$ cat config.mk
export PLATFORM = sky130hd
export DESIGN_NAME = fcvt_top
export DESIGN_NICKNAME = d
export VERILOG_FILES = /design/src/hdl/fcvt_pkg.sv /design/src/hdl/fcvt_normalize.sv /design/src/hdl/fcvt_align.sv /design/src/hdl/fcvt_round.sv /design/src/hdl/fcvt_top.sv
export VERILOG_INCLUDE_DIRS = /design/src /design/src/hdl
export SDC_FILE = /design/constraint.sdc
export NUM_CORES = 1
export LEC_CHECK = 0
export ABC_AREA = 1
export BUFFER_PORTS_ARGS = -buffer_cell sky130_fd_sc_hd__buf_4
export CAP_MARGIN = 40
export CORE_MARGIN = 3
export CORE_UTILIZATION = 27
export CTS_CLUSTER_DIAMETER = 100
export DETAILED_ROUTE_END_ITERATION = 7
export PLACE_DENSITY = 0.51
export SLEW_MARGIN = 20
export SYNTH_ARGS = -nofsm -noshare
export SYNTH_HDL_FRONTEND = slang
export SYNTH_SLANG_ARGS = --single-unit
$ cat constraint.sdc
create_clock -name clk_i -period 4 [get_ports clk_i]
set_clock_uncertainty 0.1 [all_clocks]
set_input_delay 0.4 -clock clk_i [delete_from_list [all_inputs] [get_ports clk_i]]
set_output_delay 0.4 -clock clk_i [all_outputs]
set_load 0.005 [all_outputs]
$ cat src/hdl/fcvt_defines.svh
// --------------------------------------
// binary32 <-> int32 converter constants
// widths are fixed, nothing here is meant to be overridden
// --------------------------------------
`ifndef FCVT_DEFINES_SVH
`define FCVT_DEFINES_SVH

`define FCVT_WIDTH     32   // operand and result
`define FCVT_EXP_BITS  8
`define FCVT_MAN_BITS  23
`define FCVT_BIAS      127
`define FCVT_MANT_W    32   // internal mantissa holds a whole integer
`define FCVT_EXP_W     10   // signed internal exponent
`define FCVT_SHIFT_W   5    // leading-zero count

// status flag positions, RISC-V fflags order
`define FCVT_FLAG_NV   4
`define FCVT_FLAG_DZ   3
`define FCVT_FLAG_OF   2
`define FCVT_FLAG_UF   1
`define FCVT_FLAG_NX   0

// rounding mode codes
`define FCVT_RM_RNE    3'd0
`define FCVT_RM_RTZ    3'd1
`define FCVT_RM_RDN    3'd2
`define FCVT_RM_RUP    3'd3
`define FCVT_RM_RMM    3'd4

`endif

$ cat src/hdl/fcvt_pkg.sv
// --------------------------------------
// shared types of the converter
// status_t is indexed by the FCVT_FLAG_* positions
// --------------------------------------
`include "fcvt_defines.svh"

package fcvt_pkg;

  typedef logic [`FCVT_WIDTH-1:0]         word_t;
  typedef logic [`FCVT_MANT_W-1:0]        mant_t;
  typedef logic signed [`FCVT_EXP_W-1:0]  exp_t;
  typedef logic [`FCVT_FLAG_NV:0]         status_t;  // NV DZ OF UF NX
  typedef logic [1:0]                     rs_t;      // round, sticky

  typedef enum logic [2:0] {
    RNE = `FCVT_RM_RNE,  // nearest, ties to even
    RTZ = `FCVT_RM_RTZ,
    RDN = `FCVT_RM_RDN,
    RUP = `FCVT_RM_RUP,
    RMM = `FCVT_RM_RMM   // nearest, ties away from zero
  } roundmode_e;

  typedef enum logic {
    F2I = 1'b0,
    I2F = 1'b1
  } operation_e;

endpackage

$ cat src/hdl/fcvt_normalize.sv
// --------------------------------------
// stage 1: classify and normalise operand
// unbiased exponent is relative to a left-justified mantissa
// float classes are only raised for F2I
// --------------------------------------
`timescale 1ns/1ns
`include "fcvt_defines.svh"

module fcvt_normalize (
  input  logic                 clk_i,
  input  logic                 rst_n_i,
  input  fcvt_pkg::word_t      operand_i,
  input  fcvt_pkg::operation_e op_i,
  input  logic                 unsigned_i,
  input  fcvt_pkg::roundmode_e rnd_mode_i,
  input  logic                 in_valid_i,
  output logic                 in_ready_o,
  output logic                 n_valid_o,
  input  logic                 n_ready_i,
  output logic                 n_sign_o,
  output fcvt_pkg::exp_t       n_exp_o,
  output fcvt_pkg::mant_t      n_mant_o,
  output logic                 n_zero_o,
  output logic                 n_is_nan_o,
  output logic                 n_is_inf_o,
  output logic                 n_is_snan_o,
  output fcvt_pkg::operation_e n_op_o,
  output logic                 n_unsigned_o,
  output fcvt_pkg::roundmode_e n_rnd_o
);
  import fcvt_pkg::*;

  typedef logic [`FCVT_SHIFT_W-1:0] shamt_t;

  logic [`FCVT_EXP_BITS-1:0] exp_field;
  logic [`FCVT_MAN_BITS-1:0] frac_field;
  logic   is_float, is_normal, exp_max;
  logic   int_sign, sign_d;
  logic   is_nan_d, is_inf_d, is_snan_d;
  word_t  int_mag;
  mant_t  enc_mant, norm_mant;
  shamt_t lz_cnt;
  exp_t   exp_d;

  // --------------------------------------
  // operand decode
  // --------------------------------------
  assign is_float   = (op_i == F2I);
  assign exp_field  = operand_i[`FCVT_WIDTH-2 -: `FCVT_EXP_BITS];
  assign frac_field = operand_i[`FCVT_MAN_BITS-1:0];
  assign is_normal  = |exp_field;
  assign exp_max    = &exp_field;

  assign is_nan_d  = is_float & exp_max & (|frac_field);
  assign is_inf_d  = is_float & exp_max & ~(|frac_field);
  assign is_snan_d = is_nan_d & ~frac_field[`FCVT_MAN_BITS-1];  // quiet bit clear

  assign int_sign = operand_i[`FCVT_WIDTH-1] & ~unsigned_i;  // only signed ints go negative
  assign int_mag  = int_sign ? -operand_i : operand_i;
  assign sign_d   = is_float ? operand_i[`FCVT_WIDTH-1] : int_sign;

  // hidden bit in front of the fraction, subnormals keep a 0 there
  assign enc_mant = is_float ? mant_t'({is_normal, frac_field}) : int_mag;

  // --------------------------------------
  // renormalisation
  // --------------------------------------
  always_comb begin : lead_zero_count
    lz_cnt = '0;
    for (int i = 0; i < `FCVT_MANT_W; i++) begin
      if (enc_mant[i]) lz_cnt = shamt_t'(`FCVT_MANT_W - 1 - i);  // highest set bit wins
    end
  end

  assign norm_mant = enc_mant << lz_cnt;

  always_comb begin : unbias_exp
    if (is_float) begin
      // subnormals use exponent 1, and the 8 pad bits are undone by the shift
      exp_d = exp_t'(exp_field) + exp_t'(!is_normal) - exp_t'(`FCVT_BIAS)
              - exp_t'(lz_cnt) + exp_t'(`FCVT_MANT_W - 1 - `FCVT_MAN_BITS);
    end else begin
      exp_d = exp_t'(`FCVT_MANT_W - 1) - exp_t'(lz_cnt);
    end
  end

  // --------------------------------------
  // stage register
  // --------------------------------------
  assign in_ready_o = ~n_valid_o | n_ready_i;

  always_ff @(posedge clk_i or negedge rst_n_i) begin
    if (!rst_n_i) begin
      n_valid_o <= 1'b0;
    end else if (in_ready_o) begin
      n_valid_o <= in_valid_i;
    end
  end

  always_ff @(posedge clk_i) begin
    if (in_valid_i && in_ready_o) begin
      n_sign_o     <= sign_d;
      n_exp_o      <= exp_d;
      n_mant_o     <= norm_mant;
      n_zero_o     <= ~(|enc_mant);
      n_is_nan_o   <= is_nan_d;
      n_is_inf_o   <= is_inf_d;
      n_is_snan_o  <= is_snan_d;
      n_op_o       <= op_i;
      n_unsigned_o <= unsigned_i;
      n_rnd_o      <= rnd_mode_i;
    end
  end

  // nonzero items leave with the leading one at the top
  assert property (@(posedge clk_i) disable iff (!rst_n_i)
    n_valid_o && !n_zero_o |-> n_mant_o[`FCVT_MANT_W-1])
    else $error("normalize: mantissa not left-justified");

endmodule

$ cat src/hdl/fcvt_align.sv
// --------------------------------------
// stage 2: range check and alignment
// one right shifter serves both directions
// a_exp carries the biased float exponent
// --------------------------------------
`timescale 1ns/1ns
`include "fcvt_defines.svh"

module fcvt_align (
  input  logic                 clk_i,
  input  logic                 rst_n_i,
  input  logic                 n_valid_i,
  output logic                 n_ready_o,
  input  logic                 n_sign_i,
  input  fcvt_pkg::exp_t       n_exp_i,
  input  fcvt_pkg::mant_t      n_mant_i,
  input  logic                 n_zero_i,
  input  logic                 n_is_nan_i,
  input  logic                 n_is_inf_i,
  input  logic                 n_is_snan_i,
  input  fcvt_pkg::operation_e n_op_i,
  input  logic                 n_unsigned_i,
  input  fcvt_pkg::roundmode_e n_rnd_i,
  output logic                 a_valid_o,
  input  logic                 a_ready_i,
  output logic                 a_sign_o,
  output fcvt_pkg::exp_t       a_exp_o,
  output fcvt_pkg::mant_t      a_mant_o,
  output fcvt_pkg::rs_t        a_rs_o,
  output logic                 a_of_o,
  output logic                 a_zero_o,
  output logic                 a_is_nan_o,
  output logic                 a_is_inf_o,
  output logic                 a_is_snan_o,
  output fcvt_pkg::operation_e a_op_o,
  output logic                 a_unsigned_o,
  output fcvt_pkg::roundmode_e a_rnd_o
);
  import fcvt_pkg::*;

  typedef logic [`FCVT_SHIFT_W:0]     shamt_t;  // up to 33
  typedef logic [2*`FCVT_MANT_W:0]    wide_t;   // mantissa, round slot, sticky field

  shamt_t shamt;
  wide_t  preshift, shifted;
  logic   of_d;
  mant_t  mant_d;
  rs_t    rs_d;

  // --------------------------------------
  // shift amount and integer range
  // --------------------------------------
  always_comb begin : cast_shift
    of_d  = 1'b0;
    shamt = shamt_t'(`FCVT_MANT_W - 1 - `FCVT_MAN_BITS);  // I2F keeps 23 fraction bits
    if (n_op_i == F2I) begin
      if (n_exp_i >= exp_t'(`FCVT_WIDTH - 1) + exp_t'(n_unsigned_i)) begin
        shamt = '0;  // unsigned range is one bit wider
        of_d  = 1'b1;
      end else if (n_exp_i < -exp_t'(1)) begin
        shamt = shamt_t'(`FCVT_MANT_W + 1);  // all bits into sticky
      end else begin
        shamt = shamt_t'(exp_t'(`FCVT_MANT_W - 1) - n_exp_i);
      end
    end
  end

  assign preshift = {n_mant_i, {(`FCVT_MANT_W + 1){1'b0}}};
  assign shifted  = preshift >> shamt;

  // integer sits at the top, fraction lies just below the hidden bit
  assign mant_d = (n_op_i == F2I) ? shifted[`FCVT_MANT_W+1 +: `FCVT_MANT_W]
                                  : mant_t'(shifted[`FCVT_MANT_W+1 +: `FCVT_MAN_BITS]);
  assign rs_d   = {shifted[`FCVT_MANT_W], |shifted[`FCVT_MANT_W-1:0]};

  // --------------------------------------
  // stage register
  // --------------------------------------
  assign n_ready_o = ~a_valid_o | a_ready_i;

  always_ff @(posedge clk_i or negedge rst_n_i) begin
    if (!rst_n_i) begin
      a_valid_o <= 1'b0;
    end else if (n_ready_o) begin
      a_valid_o <= n_valid_i;
    end
  end

  always_ff @(posedge clk_i) begin
    if (n_valid_i && n_ready_o) begin
      a_sign_o     <= n_sign_i;
      a_exp_o      <= n_exp_i + exp_t'(`FCVT_BIAS);
      a_mant_o     <= mant_d;
      a_rs_o       <= rs_d;
      a_of_o       <= of_d;
      a_zero_o     <= n_zero_i;
      a_is_nan_o   <= n_is_nan_i;
      a_is_inf_o   <= n_is_inf_i;
      a_is_snan_o  <= n_is_snan_i;
      a_op_o       <= n_op_i;
      a_unsigned_o <= n_unsigned_i;
      a_rnd_o      <= n_rnd_i;
    end
  end

  // int32 always fits binary32
  assert property (@(posedge clk_i) disable iff (!rst_n_i)
    a_valid_o && (a_op_o == I2F) |-> !a_of_o)
    else $error("align: integer overflow raised on I2F");

endmodule

$ cat src/hdl/fcvt_round.sv
// --------------------------------------
// stage 3: round, pack, special results
// float carry-out of the fraction lands in the exponent
// integer specials saturate and raise NV only
// --------------------------------------
`timescale 1ns/1ns
`include "fcvt_defines.svh"

module fcvt_round (
  input  logic                 clk_i,
  input  logic                 rst_n_i,
  input  logic                 a_valid_i,
  output logic                 a_ready_o,
  input  logic                 a_sign_i,
  input  fcvt_pkg::exp_t       a_exp_i,
  input  fcvt_pkg::mant_t      a_mant_i,
  input  fcvt_pkg::rs_t        a_rs_i,
  input  logic                 a_of_i,
  input  logic                 a_zero_i,
  input  logic                 a_is_nan_i,
  input  logic                 a_is_inf_i,
  input  logic                 a_is_snan_i,
  input  fcvt_pkg::operation_e a_op_i,
  input  logic                 a_unsigned_i,
  input  fcvt_pkg::roundmode_e a_rnd_i,
  output fcvt_pkg::word_t      result_o,
  output fcvt_pkg::status_t    status_o,
  output logic                 out_valid_o,
  input  logic                 out_ready_i
);
  import fcvt_pkg::*;

  word_t   pre_abs, rounded_abs;
  word_t   int_res, int_special, fp_res, result_d;
  logic    round_up, any_rs, int_is_special;
  status_t status_d;

  // --------------------------------------
  // rounding
  // --------------------------------------
  assign pre_abs = (a_op_i == I2F)
                   ? {1'b0, a_exp_i[`FCVT_EXP_BITS-1:0], a_mant_i[`FCVT_MAN_BITS-1:0]}
                   : a_mant_i;
  assign any_rs  = |a_rs_i;

  always_comb begin : round_decision
    case (a_rnd_i)
      RNE:     round_up = a_rs_i[1] & (a_rs_i[0] | pre_abs[0]);  // tie goes to even
      RTZ:     round_up = 1'b0;
      RDN:     round_up = any_rs & a_sign_i;
      RUP:     round_up = any_rs & ~a_sign_i;
      RMM:     round_up = a_rs_i[1];
      default: round_up = 1'b0;
    endcase
  end

  assign rounded_abs = pre_abs + word_t'(round_up);

  // --------------------------------------
  // result forms
  // --------------------------------------
  assign int_res = a_sign_i ? -rounded_abs : rounded_abs;
  assign fp_res  = a_zero_i ? '0 : {a_sign_i, rounded_abs[`FCVT_WIDTH-2:0]};  // int 0 -> +0

  // negative into unsigned is fine only if it rounded to zero
  assign int_is_special = a_is_nan_i | a_is_snan_i | a_is_inf_i | a_of_i |
                          (a_sign_i & a_unsigned_i & (|rounded_abs));

  always_comb begin : int_saturate
    int_special = {a_unsigned_i, {(`FCVT_WIDTH - 1){1'b1}}};  // max of the int range
    if (a_sign_i && !a_is_nan_i) begin
      int_special = ~int_special;  // min, or 0 when unsigned
    end
  end

  always_comb begin : select_result
    status_d = '0;
    result_d = int_res;
    if (a_op_i == I2F) begin
      result_d                = fp_res;
      status_d[`FCVT_FLAG_NX] = any_rs;
    end else if (int_is_special) begin
      result_d                = int_special;
      status_d[`FCVT_FLAG_NV] = 1'b1;
    end else begin
      status_d[`FCVT_FLAG_NX] = any_rs;
    end
    // no division, and no float range issue for these formats
    status_d[`FCVT_FLAG_DZ] = 1'b0;
    status_d[`FCVT_FLAG_OF] = 1'b0;
    status_d[`FCVT_FLAG_UF] = 1'b0;
  end

  // --------------------------------------
  // output register
  // --------------------------------------
  assign a_ready_o = ~out_valid_o | out_ready_i;

  always_ff @(posedge clk_i or negedge rst_n_i) begin
    if (!rst_n_i) begin
      out_valid_o <= 1'b0;
    end else if (a_ready_o) begin
      out_valid_o <= a_valid_i;
    end
  end

  always_ff @(posedge clk_i) begin
    if (a_valid_i && a_ready_o) begin  // holds while stalled
      result_o <= result_d;
      status_o <= status_d;
    end
  end

  assert property (@(posedge clk_i) !rst_n_i |-> !out_valid_o)
    else $error("round: output valid during reset");

endmodule

$ cat src/hdl/fcvt_top.sv
// --------------------------------------
// binary32 <-> int32 converter, 3 stages
// latency 3 cycles, one result per cycle
// --------------------------------------
`timescale 1ns/1ns

module fcvt_top (
  input  logic                 clk_i,
  input  logic                 rst_n_i,
  input  fcvt_pkg::word_t      operand_i,
  input  fcvt_pkg::operation_e op_i,
  input  logic                 unsigned_i,  // integer side is unsigned
  input  fcvt_pkg::roundmode_e rnd_mode_i,
  input  logic                 in_valid_i,
  output logic                 in_ready_o,
  output fcvt_pkg::word_t      result_o,
  output fcvt_pkg::status_t    status_o,
  output logic                 out_valid_o,
  input  logic                 out_ready_i
);
  import fcvt_pkg::*;

  // normalize -> align
  logic       n_valid, n_ready, n_sign, n_zero;
  logic       n_is_nan, n_is_inf, n_is_snan, n_unsigned;
  exp_t       n_exp;
  mant_t      n_mant;
  operation_e n_op;
  roundmode_e n_rnd;

  // align -> round
  logic       a_valid, a_ready, a_sign, a_of, a_zero;
  logic       a_is_nan, a_is_inf, a_is_snan, a_unsigned;
  exp_t       a_exp;
  mant_t      a_mant;
  rs_t        a_rs;
  operation_e a_op;
  roundmode_e a_rnd;

  fcvt_normalize u_normalize (
    .clk_i        (clk_i),
    .rst_n_i      (rst_n_i),
    .operand_i    (operand_i),
    .op_i         (op_i),
    .unsigned_i   (unsigned_i),
    .rnd_mode_i   (rnd_mode_i),
    .in_valid_i   (in_valid_i),
    .in_ready_o   (in_ready_o),
    .n_valid_o    (n_valid),
    .n_ready_i    (n_ready),
    .n_sign_o     (n_sign),
    .n_exp_o      (n_exp),
    .n_mant_o     (n_mant),
    .n_zero_o     (n_zero),
    .n_is_nan_o   (n_is_nan),
    .n_is_inf_o   (n_is_inf),
    .n_is_snan_o  (n_is_snan),
    .n_op_o       (n_op),
    .n_unsigned_o (n_unsigned),
    .n_rnd_o      (n_rnd)
  );

  fcvt_align u_align (
    .clk_i        (clk_i),
    .rst_n_i      (rst_n_i),
    .n_valid_i    (n_valid),
    .n_ready_o    (n_ready),
    .n_sign_i     (n_sign),
    .n_exp_i      (n_exp),
    .n_mant_i     (n_mant),
    .n_zero_i     (n_zero),
    .n_is_nan_i   (n_is_nan),
    .n_is_inf_i   (n_is_inf),
    .n_is_snan_i  (n_is_snan),
    .n_op_i       (n_op),
    .n_unsigned_i (n_unsigned),
    .n_rnd_i      (n_rnd),
    .a_valid_o    (a_valid),
    .a_ready_i    (a_ready),
    .a_sign_o     (a_sign),
    .a_exp_o      (a_exp),
    .a_mant_o     (a_mant),
    .a_rs_o       (a_rs),
    .a_of_o       (a_of),
    .a_zero_o     (a_zero),
    .a_is_nan_o   (a_is_nan),
    .a_is_inf_o   (a_is_inf),
    .a_is_snan_o  (a_is_snan),
    .a_op_o       (a_op),
    .a_unsigned_o (a_unsigned),
    .a_rnd_o      (a_rnd)
  );

  fcvt_round u_round (
    .clk_i        (clk_i),
    .rst_n_i      (rst_n_i),
    .a_valid_i    (a_valid),
    .a_ready_o    (a_ready),
    .a_sign_i     (a_sign),
    .a_exp_i      (a_exp),
    .a_mant_i     (a_mant),
    .a_rs_i       (a_rs),
    .a_of_i       (a_of),
    .a_zero_i     (a_zero),
    .a_is_nan_i   (a_is_nan),
    .a_is_inf_i   (a_is_inf),
    .a_is_snan_i  (a_is_snan),
    .a_op_i       (a_op),
    .a_unsigned_i (a_unsigned),
    .a_rnd_i      (a_rnd),
    .result_o     (result_o),
    .status_o     (status_o),
    .out_valid_o  (out_valid_o),
    .out_ready_i  (out_ready_i)
  );

endmodule

==> flow_summary.yaml <==
status:
  outcome: "finished with violations"
  violations: "setup timing"
timing:
  grt_setup_unrepaired: "true"
  setup_ws_ns: -0.557
  finalSetupViolCount: 38
  hold_slack_ns: 0.0364
  fin_crit_ns: 4.56
  clock.fmax_mhz: 219
  finalCritPeriodShare_pct: 114
  finalHoldViolations: 0
  slew-limit-headroom_pct: 52.4
  worstMarginPinSlew_ns: 0.707
  slew_violations: 0
  fin_setup_tns_ns: -11.58
floorplan:
  dieArea_um2: 49900
  fp.coreArea_um2: 46700
  top_level_ports: 80
  die_x_um: 223
  rows: 79
  start_util_pct: 27.3
  die_h_um: 223
power:
  power_frac_comb_pct: 49.1
  clkPwrFrac_pct: 21.9
  pwr-share-seq_pct: 29.0
  sw_frac_of_total_pct: 38.3
  switchingPower_mw: 2.95
  vdd_ir_drop_max_mv: 0.364
  p_int_mw: 4.75
  power_mw: 7.70
  powerDensity_nw_per_um2: 408
  p_leak_nw: 8.77
setup_path:
  critical_path_arrival_ns: 4.65
  cp.required_ns: 4.09
  cp_common_cell: "buf_4"
  start_kind: "flip-flop"
  critical_path_class: "reg -> reg"
  cp_max_fo: 3
  crit_path_end_kind: "flip-flop"
  slowest_stage: "edfxtp_1"
  reg2reg_setup_slack_ns: -0.56
  critPathMaxStageDelay_ns: 0.42
logic_synthesis:
  yosys.area_share.simple_pct: 38.7
  synth_compound_area_share_pct: 9.12
  synth_warnings: 0
  yosys.cell_types.count: 50
  synth_seq_cells: 142
  synthXorXnorAreaFrac_pct: 5.26
  ys_top_cells_by_area: "edfxtp_1 33%, nand2_1 18%, nand3_1 7.7%"
  synth_cells: 1922
  muxShareOfSynthArea_pct: 0.471
  synth_area_per_cell_um2: 6.64
  ys_seq_area_share_pct: 33.3
  syn_area_um2: 12800
  synth_top_family_by_area: "simple AND/OR/NAND/NOR gates"
  synth_top_area_cell: "edfxtp_1"
  synthArstFlopShare_pct: 2.11
  ys.flop_type: "edfxtp_1"
  synth_edf_count: 139
  synthAdderAreaFrac_pct: 2.81
  synth.top_cell.area_share_pct: 32.7
final_layout:
  layout.nets: 2413
  synthToLayoutAreaGrowth_pct: 47.8
  n_antenna_cell: 0
  fin_cells: 2964
  fillers: 4795
  post-route-util_pct: 40.4
  drive_gt1_share_pct: 33.8
  stdcell_area_um2: 18900
cts:
  insertion_delay_ns: 0.44
  cts_tree: "built"
  root_buffer: "clkbuf_16"
  ctsLongestPathBuffers: 2
  cts_htree_levels: 4
  clk_pin_slew_worst_paths_ns: 0.06
  cts_inserted_buffers: 17
  cts.sinks: 142
global_routing:
  grt_pass1_wl_um: 64000
  antenna_found_initial: 0
  grt_usage_pct: 15.4
  grt_pass1_vias: 13300
  gr-total-overflow: 0
  grt_max_degree: 39
placed_design:
  place_ws_ns: -0.835
  dp_hpwl_um: 29200
  gp_congestion: 0.916
  dp.cells: 2814
  placed_cell_area_um2: 16200
  io_buffers: 76
routing:
  drcViolationCount: 0
  viasPerCell: 4.65
  wl_per_cell_um: 13.4
  vias: 13800
  wl_um: 39700
  drtIter0Drc: 736
  ant_nets: 0
  dr.pass1.iters: 5
flow_run:
  drv_cap: 0
hold_path:
  hold_class: "in -> reg"
cell usage in the layout (no fill, tap or decap), types with 6 or more instances in the layout:
cell,count
nor4_1,11
a21oi_2,10
nand2_2,24
ha_4,12
xnor2_1,7
nor2_4,16
buf_6,18
or2_2,11
buf_12,10
nor2_2,22
a31oi_4,7
nand2_4,7
xor2_1,58
o21ai_0,50
nor2_1,161
nor3_2,15
inv_2,31
inv_1,197
nand2_1,589
nor3_4,6
buf_4,445
o21ai_2,40
a21oi_1,20
xor2_2,8
nor4_2,6
nand4_1,21
clkbuf_16,22
ha_1,14
o21ai_1,70
nor3_1,20
nand3_1,166
edfxtp_1,139
nand3_2,40
repair_timing:
item / 4_1_cts / 5_1_grt
buffers inserted: 78 / 35
gates cloned: 0 / 8
pin swaps: 56 / 107
endpoints found under the setup margin: 42 / 95
endpoints found under the hold margin: 3 / 0
resized for setup: 69 / 258
hold buffers: 1 / 0
synthesized netlist by cell type (15+ instances only):
cell,n
nand3_1,195
nor4_1,16
inv_1,211
clkbuf_1,41
nand3_2,15
nand2_1,616
nor3_1,30
nand4_1,21
nor2_1,191
ha_1,27
o21ai_0,148
buf_2,18
edfxtp_1,139
inv_2,21
xor2_1,63
a21oi_1,31
cells by family (layout without fill, tap and decap cells):
kind of cell               Yosys count  count (layout)
and+or+nand+nor                   1132            1132
other                                1               3
adders and majority gates           28              28
DFF                                142             142
AOI/OAI and AO/OA                  221             221
xor gates and xnor gates            74              74
buffers and inverters              318             751
muxes                                6               6
path summary, 6_finish.rpt:
| check | endpoint | cells after the start | start |
|---|---|---|---|
| max in group asynchronous | u_align.a_valid_o | 2 | rst_n_i |
| hold / removal | u_normalize.n_rnd_o[2] | 1 | rnd_mode_i[2] |
| setup reg to reg | u_round.result_o[5] | 31 | u_align.a_sign_o |
| hold reg to reg | u_align.a_is_nan_o | 0 | u_normalize.n_is_nan_o |
| min in group asynchronous | u_normalize.n_valid_o | 2 | rst_n_i |
| setup / recovery | u_round.result_o[5] | 31 | u_align.a_sign_o |
worst max-delay path: cells and delay by family (launching register included):
kind / cells / cell delay (ns)
flip-flops: 1 / 0.42
XOR/XNOR: 2 / 0.23
AO/OA/AOI/OAI: 2 / 0.18
adder cells (fa/ha/maj): 1 / 0.21
AND/OR/NAND/NOR: 8 / 0.96
buffers and inverters: 18 / 2.22
layer usage:
metal	global-route usage (%)	vias to the layer above	wire length [um]
met4	5.72	0	1250
met1	18.8	6355	17400
met2	27.6	228	19900
met3	2.04	72	1120
met5	0	-	0
li1	-	7113	-
cell type report:
| type | instances | area, um^2 | area share, % |
|---|---|---|---|
| timing repair buffer | 483 | 3950 | 21.0 |
| tap | 607 | 759 | 4.03 |
| inverter | 236 | 952 | 5.05 |
| clock buffer | 18 | 429 | 2.28 |
| multi-input combinational | 1464 | 8340 | 44.2 |
| sequential | 142 | 4250 | 22.5 |
| clock inverter | 14 | 181 | 0.962 |
power groups by stage:
stage,Clock (mW),Sequential [mW],Combinational (mW)
finish,1.68,2.23,3.78
global route,1.79,2.27,4.22
CTS,1.73,2.24,3.37
detailed placement,0,2.27,3.16
global placement,0,2.26,3.13
floorplan,0,2.24,1.89
registers in the layout, summed over array words and instances, names as in the netlist, 2 cells and up:
| register | cells |
|---|---|
| u_align.a_exp_o | 8 |
| u_align.a_mant_o | 32 |
| u_align.a_rnd_o | 3 |
| u_align.a_rs_o | 2 |
| u_normalize.n_exp_o | 10 |
| u_normalize.n_mant_o | 32 |
| u_normalize.n_rnd_o | 3 |
| u_round.result_o | 32 |
| u_round.status_o | 2 |
No activity file was read; power rests on OpenSTA's default activity.
